==> config.mk <==
export PLATFORM = sky130hd
export DESIGN_NAME = cache_fsm
export DESIGN_NICKNAME = d
export VERILOG_FILES = /design/src/logic/cache_pkg.sv /design/src/logic/cache_fsm.sv
export SDC_FILE = /design/constraint.sdc
export NUM_CORES = 1
export LEC_CHECK = 0
export ABC_AREA = 1
export BUFFER_PORTS_ARGS = -buffer_cell sky130_fd_sc_hd__buf_4
export CAP_MARGIN = 40
export CORE_AREA = 4 4 41 43
export DETAILED_ROUTE_END_ITERATION = 10
export DIE_AREA = 0 0 45 47
export GPL_TIMING_DRIVEN = 0
export HOLD_SLACK_MARGIN = 0.02
export PLACE_DENSITY = 0.45
export SLEW_MARGIN = 20
export SYNTH_ARGS = -nofsm -noshare
export SYNTH_HDL_FRONTEND = slang
export SYNTH_SLANG_ARGS = --single-unit
==> constraint.sdc <==
create_clock -name clk -period 1.2 [get_ports clk]
set_clock_uncertainty 0.1 [all_clocks]
set_input_delay 0 -clock clk [delete_from_list [all_inputs] [get_ports clk]]
set_output_delay 0 -clock clk [all_outputs]
set_load 0.005 [all_outputs]
==> src/logic/cache_pkg.sv <==
`default_nettype none

package cache_pkg;

    // geometry
    localparam int WORD_W     = 32;
    localparam int LINE_W     = 128;
    localparam int TAG_W      = 20;
    localparam int INDEX_W    = 8;
    localparam int NUM_SETS   = 256;
    localparam int NUM_BANKS  = 4;
    localparam int BANK_SEL_W = 2;
    localparam int STRB_W     = 4;
    localparam int OFFSET_W   = 4;
    localparam int ADDR_W     = 32;

    localparam logic [2:0] LFSR_SEED = 3'b111;   // replacement lfsr start

    typedef logic [WORD_W-1:0] word_t;

    typedef struct packed {
        logic                op;       // 1 = store
        logic [TAG_W-1:0]    tag;
        logic [INDEX_W-1:0]  index;
        logic [OFFSET_W-1:0] offset;
        logic [STRB_W-1:0]   wstrb;
        logic [WORD_W-1:0]   wdata;
    } cache_req_t;

    typedef struct packed {
        logic [TAG_W-1:0] tag;
        logic             valid;
    } tagv_t;

    // per-way RAM controls for one cycle
    typedef struct packed {
        logic [INDEX_W-1:0]                 index;
        logic [NUM_BANKS-1:0]               bank_en;
        logic [NUM_BANKS-1:0][STRB_W-1:0]   bank_we;
        logic [WORD_W-1:0]                  wdata;
        logic                               tag_we;
        logic                               dirty_set;
        logic                               dirty_clear;
    } way_access_t;

    typedef struct packed {
        logic              hit;
        logic              valid;
        logic              dirty;
        logic [TAG_W-1:0]  tag;
        logic [LINE_W-1:0] line;
    } way_status_t;

    typedef enum logic [2:0] {
        IDLE,
        LOOKUP,
        HIT_WRITE,
        MISS,
        REPLACE,
        REFILL
    } cache_state_t;

endpackage

`default_nettype wire
==> src/logic/cache_fsm.sv <==
`default_nettype none

module cache_fsm
    import cache_pkg::*;
(
    input  wire logic clk,
    input  wire logic reset,
    input  wire logic valid,
    input  wire logic hit,
    input  wire logic victim_dirty,
    input  wire logic req_store,
    input  wire logic wr_rdy,
    input  wire logic rd_rdy,
    input  wire logic ret_valid,
    input  wire logic ret_last,
    input  wire logic crit_beat,
    output cache_state_t state,
    output logic       addr_ok,
    output logic       data_ok,
    output logic       rd_req,
    output logic       wr_req
);

    cache_state_t next_state;

    always_ff @(posedge clk) begin
        if (reset) begin
            state <= IDLE;
        end else begin
            state <= next_state;
        end
    end

    always_comb begin
        next_state = state;
        case (state)
            IDLE:      if (valid) next_state = LOOKUP;
            LOOKUP: begin
                if (!hit) begin
                    next_state = MISS;
                end else if (req_store) begin
                    next_state = HIT_WRITE;
                end else begin
                    next_state = IDLE;
                end
            end
            HIT_WRITE: next_state = IDLE;   // one cycle to write the bank
            MISS:      if (!victim_dirty || wr_rdy) next_state = REPLACE;
            REPLACE:   if (rd_rdy) next_state = REFILL;
            REFILL:    if (ret_valid && ret_last) next_state = IDLE;
            default:   next_state = IDLE;
        endcase
    end

    assign addr_ok = (state == IDLE);
    // stores finish at lookup, load misses on the requested word
    assign data_ok = ((state == LOOKUP) && (hit || req_store))
                   || ((state == REFILL) && crit_beat && !req_store);
    assign rd_req  = (state == REPLACE);
    assign wr_req  = (state == MISS) && victim_dirty;

    // a pending write-back keeps its request up until memory takes it
    a_wr_hold: assert property (@(posedge clk) disable iff (reset)
        wr_req && !wr_rdy |=> wr_req);

endmodule

`default_nettype wire

==> flow_summary.ini <==
[finish]
top_register = state
layout_common_cells = buf_4, nand2_1, inv_1
antennaDiodeCount = 0
final_nets = 77
syn_to_final_growth_pct = 106
multi_input_area_sq_um = 149
utilization_pct = 36.4
regArea_sq_um = 71.3
layout_commonest_cell = buf_4
layout-drive-gt1-share_pct = 52.3
top_regs = state: 3 flops
nFillCells = 158
largest_register_ffs = 3

[global_route]
grt_pass1_vias = 277
grt_pass1_wl_um = 1150
grt_antenna_before_repair = 0
grt_max_degree = 9
grt_use_total_pct = 7.58
grt_overflow = 0

[sta]
setup_viol = 0
tightest_slew_ns = 0.204
post-route-period-util_pct = 97.2
drv_slew = 0
relSlewSlack_pct = 86.3
grt_setup_unrepaired = true
finalHoldViolations = 0
fmax_mhz = 857
fin_crit_ns = 1.17

[synth]
synth_top_area_share_pct = 26.1
yosysTopAreaCell = dfxtp_1
syn_inst = 38
yosysWarnings = 0
ys_ff_latch = 3
syn_area_sq_um = 230
synth.area.top_cells = dfxtp_1, nand2_1, inv_1
synth_nets = 49
ys_seq_area_share_pct = 26.1
syn_area_per_cell_sq_um = 6.06
synth_cell_types = 16

[drt]
drt-total-wl_um = 677
vias = 318
antenna_left = 0
drc = 0
drt-vias-per-instance = 3.98
first_pass_iters = 2
drtIter0Drc = 1
wl_per_cell_um = 8.46

[critical_path]
endpoint_kind = primary output
cp_data_required_time_ns = 1.10
worstSetupStartpointType = flop
arrival_ns = 1.07
path_class = reg -> out
crit_fanout = 4

[floorplanning]
ios = 18
dieArea_sq_mm = 0.00212
core_area_sq_mm = 0.00130
rows = 13
start_util_pct = 17.7
die_w_um = 45
die_h_um = 47

[cts]
ctsHtreeMaxLevel = 1
cts_root_buf = clkbuf_4
cts.sinks = 3
clk_path_buf_depth = 2
path_clk_slew_ns = 0.04
worst_skew_pair.late_latency_ns = 0.23
cts_buffers = 3
cts_tree = done

[status]
status = finished clean

[power]
power_density_mw_per_mm2 = 947
leakagePower_uw = 0.000260
total_power_uw = 449
vdd_ir_drop_max_uv = 821

[placement]
portBuffers = 17
dp_hpwl_um = 535
gp_congestion = 0.698

[worst_hold_path]
hp-class = in -> reg

[job]
maxCapViolCount = 0
## final timing paths
| check | start | end | slack [ns] | depth (start not counted) |
|---|---|---|---|---|
| setup / recovery | state[1] | data_ok | 0.03 | 6 |
| hold reg to reg | state[2] | state[1] | 0.52 | 3 |
| setup reg to reg | state[1] | state[2] | 0.09 | 4 |
| hold / removal | hit | state[0] | 0.03 | 4 |
## critical path: stages, from the launching register on
cell and delay [ns]:
dfxtp_4 0.35, inv_4 0.06, nand2_2 0.04, nor2_2 0.13, o21ai_1 0.07, o21ai_1 0.07, buf_4 0.12
## what timing repair did
item / CTS / global route
cloned: 0 / 0
endpoints found under the setup margin: 4 / 4
hold buffers: 3 / 0
pin swaps: 0 / 1
buffers inserted: 0 / 3
hold endpoints to repair: 3 / 0
resized for setup: 6 / 6
## cells in the mapped netlist
cell type  n
nand3_2    1
inv_1      6
nor2_2     1
nand3_1    1
inv_2      1
nand4_1    2
nor3_1     1
o21ai_0    3
or2_0      1
nand3b_2   1
nor2_1     5
nand2_1    7
a31oi_1    1
a21oi_1    3
nand2_2    1
dfxtp_1    3
## kinds of logic after synthesis
family / count (synthesis) / share of synthesized area, %
flops: 3 / 26.1
buf+inv: 7 / 11.4
simple gates: 21 / 46.7
compound gates: 7 / 15.8
## per-layer routing
metal / share of wire (%) / vias to the layer above / wire, um / GRT usage (%)
met5: 0 / - / 0 / 0
met4: 0 / 0 / 0 / 1.75
met3: 11 / 0 / 73 / 4.60
met2: 41 / 13 / 277 / 11.9
met1: 48 / 127 / 327 / 8.84
li1: - / 178 / - / -
## per-stage QoR
stage | instance area, sq um | setup TNS (ns) | hold slack, ns | setup WS (ns) | std cells
4_1_cts | 442 | 0 | 0.0288 | 0.00553 | 77
5_1_grt | 474 | -0.118 | 0.0537 | -0.0590 | 80
3_5_place_dp | 377 | -0.0440 | 0.0780 | -0.0440 | 70
6_report | 474 | 0 | 0.0322 | 0.0334 | 80
2_1_floorplan | 230 | 0 | -0.0309 | 0.0836 | 38
3_3_place_gp | 377 | -0.0658 | 0.0772 | -0.0577 | 70
## area by class of cell
type / count / area share, %
clock buffer: 4 / 5.54
multi-input combinational: 28 / 31.4
inverter: 7 / 6.07
sequential: 3 / 15.0
timing repair buffer: 23 / 38.0
tap: 15 / 3.96
## where the power goes
part / internal [uW] / switching, uW
sequential: 109 / 17.2
combinational: 91.0 / 59.5
clock: 124 / 47.5
total: 325 / 124
Power figures use the tool's default switching activity.
