<file path="src/logic/cache_pkg.sv">
`default_nettype none

package cache_pkg;

    // geometry
    localparam int WORD_W     = 32;
    localparam int LINE_W     = 128;
    localparam int TAG_W      = 20;
    localparam int INDEX_W    = 8;
    localparam int NUM_SETS   = 256;
    localparam int NUM_BANKS  = 4;
    localparam int BANK_SEL_W = 2;
    localparam int STRB_W     = 4;
    localparam int OFFSET_W   = 4;
    localparam int ADDR_W     = 32;

    localparam logic [2:0] LFSR_SEED = 3'b111;   // replacement lfsr start

    typedef logic [WORD_W-1:0] word_t;

    typedef struct packed {
        logic                op;       // 1 = store
        logic [TAG_W-1:0]    tag;
        logic [INDEX_W-1:0]  index;
        logic [OFFSET_W-1:0] offset;
        logic [STRB_W-1:0]   wstrb;
        logic [WORD_W-1:0]   wdata;
    } cache_req_t;

    typedef struct packed {
        logic [TAG_W-1:0] tag;
        logic             valid;
    } tagv_t;

    // per-way RAM controls for one cycle
    typedef struct packed {
        logic [INDEX_W-1:0]                 index;
        logic [NUM_BANKS-1:0]               bank_en;
        logic [NUM_BANKS-1:0][STRB_W-1:0]   bank_we;
        logic [WORD_W-1:0]                  wdata;
        logic                               tag_we;
        logic                               dirty_set;
        logic                               dirty_clear;
    } way_access_t;

    typedef struct packed {
        logic              hit;
        logic              valid;
        logic              dirty;
        logic [TAG_W-1:0]  tag;
        logic [LINE_W-1:0] line;
    } way_status_t;

    typedef enum logic [2:0] {
        IDLE,
        LOOKUP,
        HIT_WRITE,
        MISS,
        REPLACE,
        REFILL
    } cache_state_t;

endpackage

`default_nettype wire
</file>
<file path="src/logic/refill_sequencer.sv">
`default_nettype none

module refill_sequencer
    import cache_pkg::*;
(
    input  wire logic                  clk,
    input  wire logic                  reset,
    input  wire logic                  refilling,
    input  wire logic                  ret_valid,
    input  wire logic                  ret_last,
    input  wire logic [BANK_SEL_W-1:0] crit_bank,
    output logic [BANK_SEL_W-1:0]      beat_index,
    output logic                       crit_beat,
    output logic                       victim_way
);

    logic [2:0] lfsr;

    always_ff @(posedge clk) begin
        if (reset || !refilling) begin
            beat_index <= '0;   // each refill starts at bank 0
        end else if (ret_valid) begin
            beat_index <= beat_index + 1'b1;
        end
    end

    always_ff @(posedge clk) begin
        if (reset) begin
            lfsr <= LFSR_SEED;
        end else if (ret_valid && ret_last) begin
            lfsr <= {lfsr[0], lfsr[2] ^ lfsr[0], lfsr[1]};
        end
    end

    assign crit_beat  = refilling && ret_valid && (beat_index == crit_bank);
    assign victim_way = lfsr[0];

    // memory only returns data for a read the FSM issued
    a_ret_in_refill: assert property (@(posedge clk) disable iff (reset)
        ret_valid |-> refilling);

endmodule

`default_nettype wire

</file>
<file path="config.mk">
export PLATFORM = sky130hd
export DESIGN_NAME = refill_sequencer
export DESIGN_NICKNAME = d
export VERILOG_FILES = /design/src/logic/cache_pkg.sv /design/src/logic/refill_sequencer.sv
export SDC_FILE = /design/constraint.sdc
export NUM_CORES = 1
export LEC_CHECK = 0
export BUFFER_PORTS_ARGS = -buffer_cell sky130_fd_sc_hd__buf_2
export CELL_PAD_IN_SITES_DETAIL_PLACEMENT = 0
export CELL_PAD_IN_SITES_GLOBAL_PLACEMENT = 2
export CORE_AREA = 2 2 39 41
export CTS_CLUSTER_DIAMETER = 30
export DETAILED_ROUTE_END_ITERATION = 7
export DIE_AREA = 0 0 41 43
export GPL_TIMING_DRIVEN = 0
export PLACE_DENSITY_LB_ADDON = 0.1
export SETUP_SLACK_MARGIN = 0.02
export SYNTH_ARGS = -nofsm -noshare
export SYNTH_HDL_FRONTEND = slang
export SYNTH_SLANG_ARGS = --single-unit
</file>
<file path="constraint.sdc">
create_clock -name clk -period 1.1 [get_ports clk]
set_input_delay 0.11 -clock clk [delete_from_list [all_inputs] [get_ports clk]]
set_output_delay 0.11 -clock clk [all_outputs]
set_load 0.005 [all_outputs]
</file>
==> flow_metrics.env <==
export IMPL_fin_cells=54
export IMPL_synth_top_area_share_pct=41.67
export IMPL_fmax_mhz=899.9
export IMPL_diodes=0
export IMPL_p_sw_mw=0.1129
export IMPL_yosysSeqAreaShare_pct=41.67
export IMPL_cts_tree="yes"
export IMPL_arrival_ns=1.00
export IMPL_critPathTopFamily="flip-flops"
export IMPL_post_drt_wl_per_cell_microns=10.54
export IMPL_place_hpwl_microns=435.1
export IMPL_cts_buffers=3
export IMPL_outcome="finished, violations left"
export IMPL_clk_path_buf_depth=2
export IMPL_yosysWarnings=0
export IMPL_seqPwrFrac_pct=41.6
export IMPL_first_iter_violations=3
export IMPL_postSynthRegisterBits=5
export IMPL_ioPinCount=11
export IMPL_p_sw_share_pct=23.71
export IMPL_r2r_slack_ns=0.25
export IMPL_die_w_microns=41
export IMPL_grt_pass1_wl_microns=807
export IMPL_slew_headroom_pct=90.66
export IMPL_final_hold_violation_count=0
export IMPL_grt_max_degree=9
export IMPL_path_clk_slew_ns=0.04
export IMPL_synth_largest_area_cell="dfxtp_1"
export IMPL_antenna_found_initial=0
export IMPL_critical_path_cell_chain="xor2_1, nor3_1, buf_2"
export IMPL_fp_coreArea_sq_um=1384
export IMPL_synthTopCellsByArea="dfxtp_1 (42%), xor2_1 (11%), a211o_1 (7.3%)"
export IMPL_p_leak_nw=0.1579
export IMPL_nFillCells=156
export IMPL_rows=14
export IMPL_power_density_nw_per_um2=1389
export IMPL_clock_latency_ns=0.24
export IMPL_synthArstFlopShare_pct=0
export IMPL_dieArea_sq_um=1763
export IMPL_initial_core_util_pct=17.36
export IMPL_nets=46
export IMPL_syn_cell_area_sq_um=240.2
export IMPL_period_share_pct=101.0
export IMPL_area_delta_synth_final_pct=42.71
export IMPL_grt_usage_pct=7.538
export IMPL_gp_congestion=0.6113
export IMPL_rsz0062_at_grt="true"
export IMPL_endpoint_kind="primary output"
export IMPL_p_int_mw=0.3632
export IMPL_avgSynthCellArea_sq_um=10.01
export IMPL_dr_total_vias=228
export IMPL_firstDrtPassIters=2
export IMPL_layout_min_cycle_time_ns=1.111
export IMPL_place_inst=49
export IMPL_final_antenna_net_count=0
export IMPL_synthTopCellsByCount="dfxtp_1 (5), xor2_1 (3), a211o_1 (2), and3_1 (2), nand2_1 (2)"
export IMPL_synth_edf_count=0
export IMPL_worstHoldPathType="in -> reg"
export IMPL_start_kind="register"
export IMPL_combPwrFrac_pct=13.0
export IMPL_grt_pass1_vias=202
export IMPL_drv_slew=0
export IMPL_grt_overflow_total=0
export IMPL_critPathKind="reg -> out"
export IMPL_ys_types=15
export IMPL_clockRootBuffer="clkbuf_4"
export IMPL_htree_levels=1
export IMPL_seq_area_sq_um=103.9
export IMPL_synthesis_nets=31
export IMPL_viasPerCell=4.222
export IMPL_clock_skew_final_ns=0.00004075
export IMPL_worst_pin_slew_ns=0.1397
export IMPL_die_y_microns=43
export IMPL_max_stage_delay_ns=0.34
export IMPL_synth_most_common_cell="dfxtp_1"
export IMPL_drive_gt1_share_pct=44.74
export IMPL_required_ns=0.99
export IMPL_drv_cap=0
export IMPL_power_frac_clock_pct=45.4
export IMPL_ir_drop_uv=640.8
export IMPL_worst_path_buf_inv=1
export IMPL_wl_microns=569
export IMPL_finish_utilization_pct=24.77
export IMPL_yosys_most_used_dff="dfxtp_1"
export IMPL_worst_path_max_fanout=2
export IMPL_critPathSlowestCell="dfxtp_4"
export IMPL_numPortBuffers=9
export IMPL_violations="setup timing"
export IMPL_setup_violations=1
export IMPL_route_detailed_drc=0
export IMPL_fin_ws_ns=-0.01128
export IMPL_synthCells=24
export IMPL_multiInputGateArea_sq_um=128.9
export IMPL_cts_sinks=5
final timing paths:
path,end,start,cells past startpoint
setup reg to reg,beat_index[1],beat_index[0],3
setup / recovery,crit_beat,beat_index[0],3
hold / removal,lfsr[2],reset,2
hold reg to reg,lfsr[2],lfsr[2],1
power by group through the flow:
stage | Clock [mW] | Sequential [mW] | Combinational, mW
after floorplan | 0 | 0.203 | 0.0336
after global placement | 0 | 0.204 | 0.0573
after detailed placement | 0 | 0.204 | 0.0589
after CTS | 0.226 | 0.198 | 0.0640
after global routing | 0.236 | 0.200 | 0.0694
final | 0.216 | 0.198 | 0.0621
stage by stage:
stage / area, sq um / setup TNS (ns) / hold slack [ns] / setup WS [ns] / power [mW]
finish: 342.8 / -0.01128 / 0.1229 / -0.01128 / 0.4761
CTS: 342.8 / -0.02409 / 0.1211 / -0.02409 / 0.4884
global placement: 305.3 / 0 / 0.3658 / 0.1723 / 0.2609
floorplan: 240.2 / 0 / 0.2043 / 0.2652 / 0.2369
global route: 342.8 / -0.04785 / 0.1240 / -0.04785 / 0.5049
detailed placement: 305.3 / 0 / 0.3773 / 0.1733 / 0.2629
worst reg2reg max path: cells and delay by family, from the launching register on:
family / cells / cell delay, ns
flops: 1 / 0.34
compound gates: 2 / 0.30
buf+inv: 1 / 0.14
state kept, by name (all words and copies together), names as in the netlist:
signal and count:
beat_index 2, lfsr 3
layer usage:
layer	global-route usage, %	part of all wire (%)
met4	4.000	0
met1	6.452	38
met3	6.283	11
met2	11.56	51
met5	0	0
logic make-up (layout without fill, tap and decap cells):
kind of cell,after synthesis,in the layout,share of synthesized area (%)
AO/OA/AOI/OAI,6,6,21.35
XOR/XNOR,4,4,14.59
buffers and inverters,1,15,4.687
flip-flops,5,5,41.67
AND/OR/NAND/NOR,8,8,17.71
cells in the final DEF (no fill, tap or decap):
cell type  netlist  layout
buf_2            0       9
dfxtp_1          5       4
xor2_1           3       3
clkbuf_4         0       3
nand2_1          2       2
and3_1           2       2
a211o_1          2       2
buf_6            1       1
nor3_1           1       1
nand2b_1         1       1
xnor2_1          1       1
nor2_1           1       1
a211o_2          1       1
o31a_1           1       1
a21bo_2          1       1
nand3b_1         1       1
a21oi_1          1       1
dfxtp_4          0       1
clkbuf_1         0       1
buf_4            0       1
what timing repair did:
action                                  CTS  global route
resized for setup                         2             0
hold buffers                              0             0
endpoints found under the setup margin    1             1
buffers inserted                          1             0
pin swaps                                 2             0
area by class of cell:
class	count	area share [%]
plain buffers	1	3.285
clock buffers	4	7.664
multi-input cells	18	37.59
flip-flops and latches	5	30.29
well taps	16	5.839
repair buffers	10	15.33
Note: power is estimated with default switching activity, not from simulation.
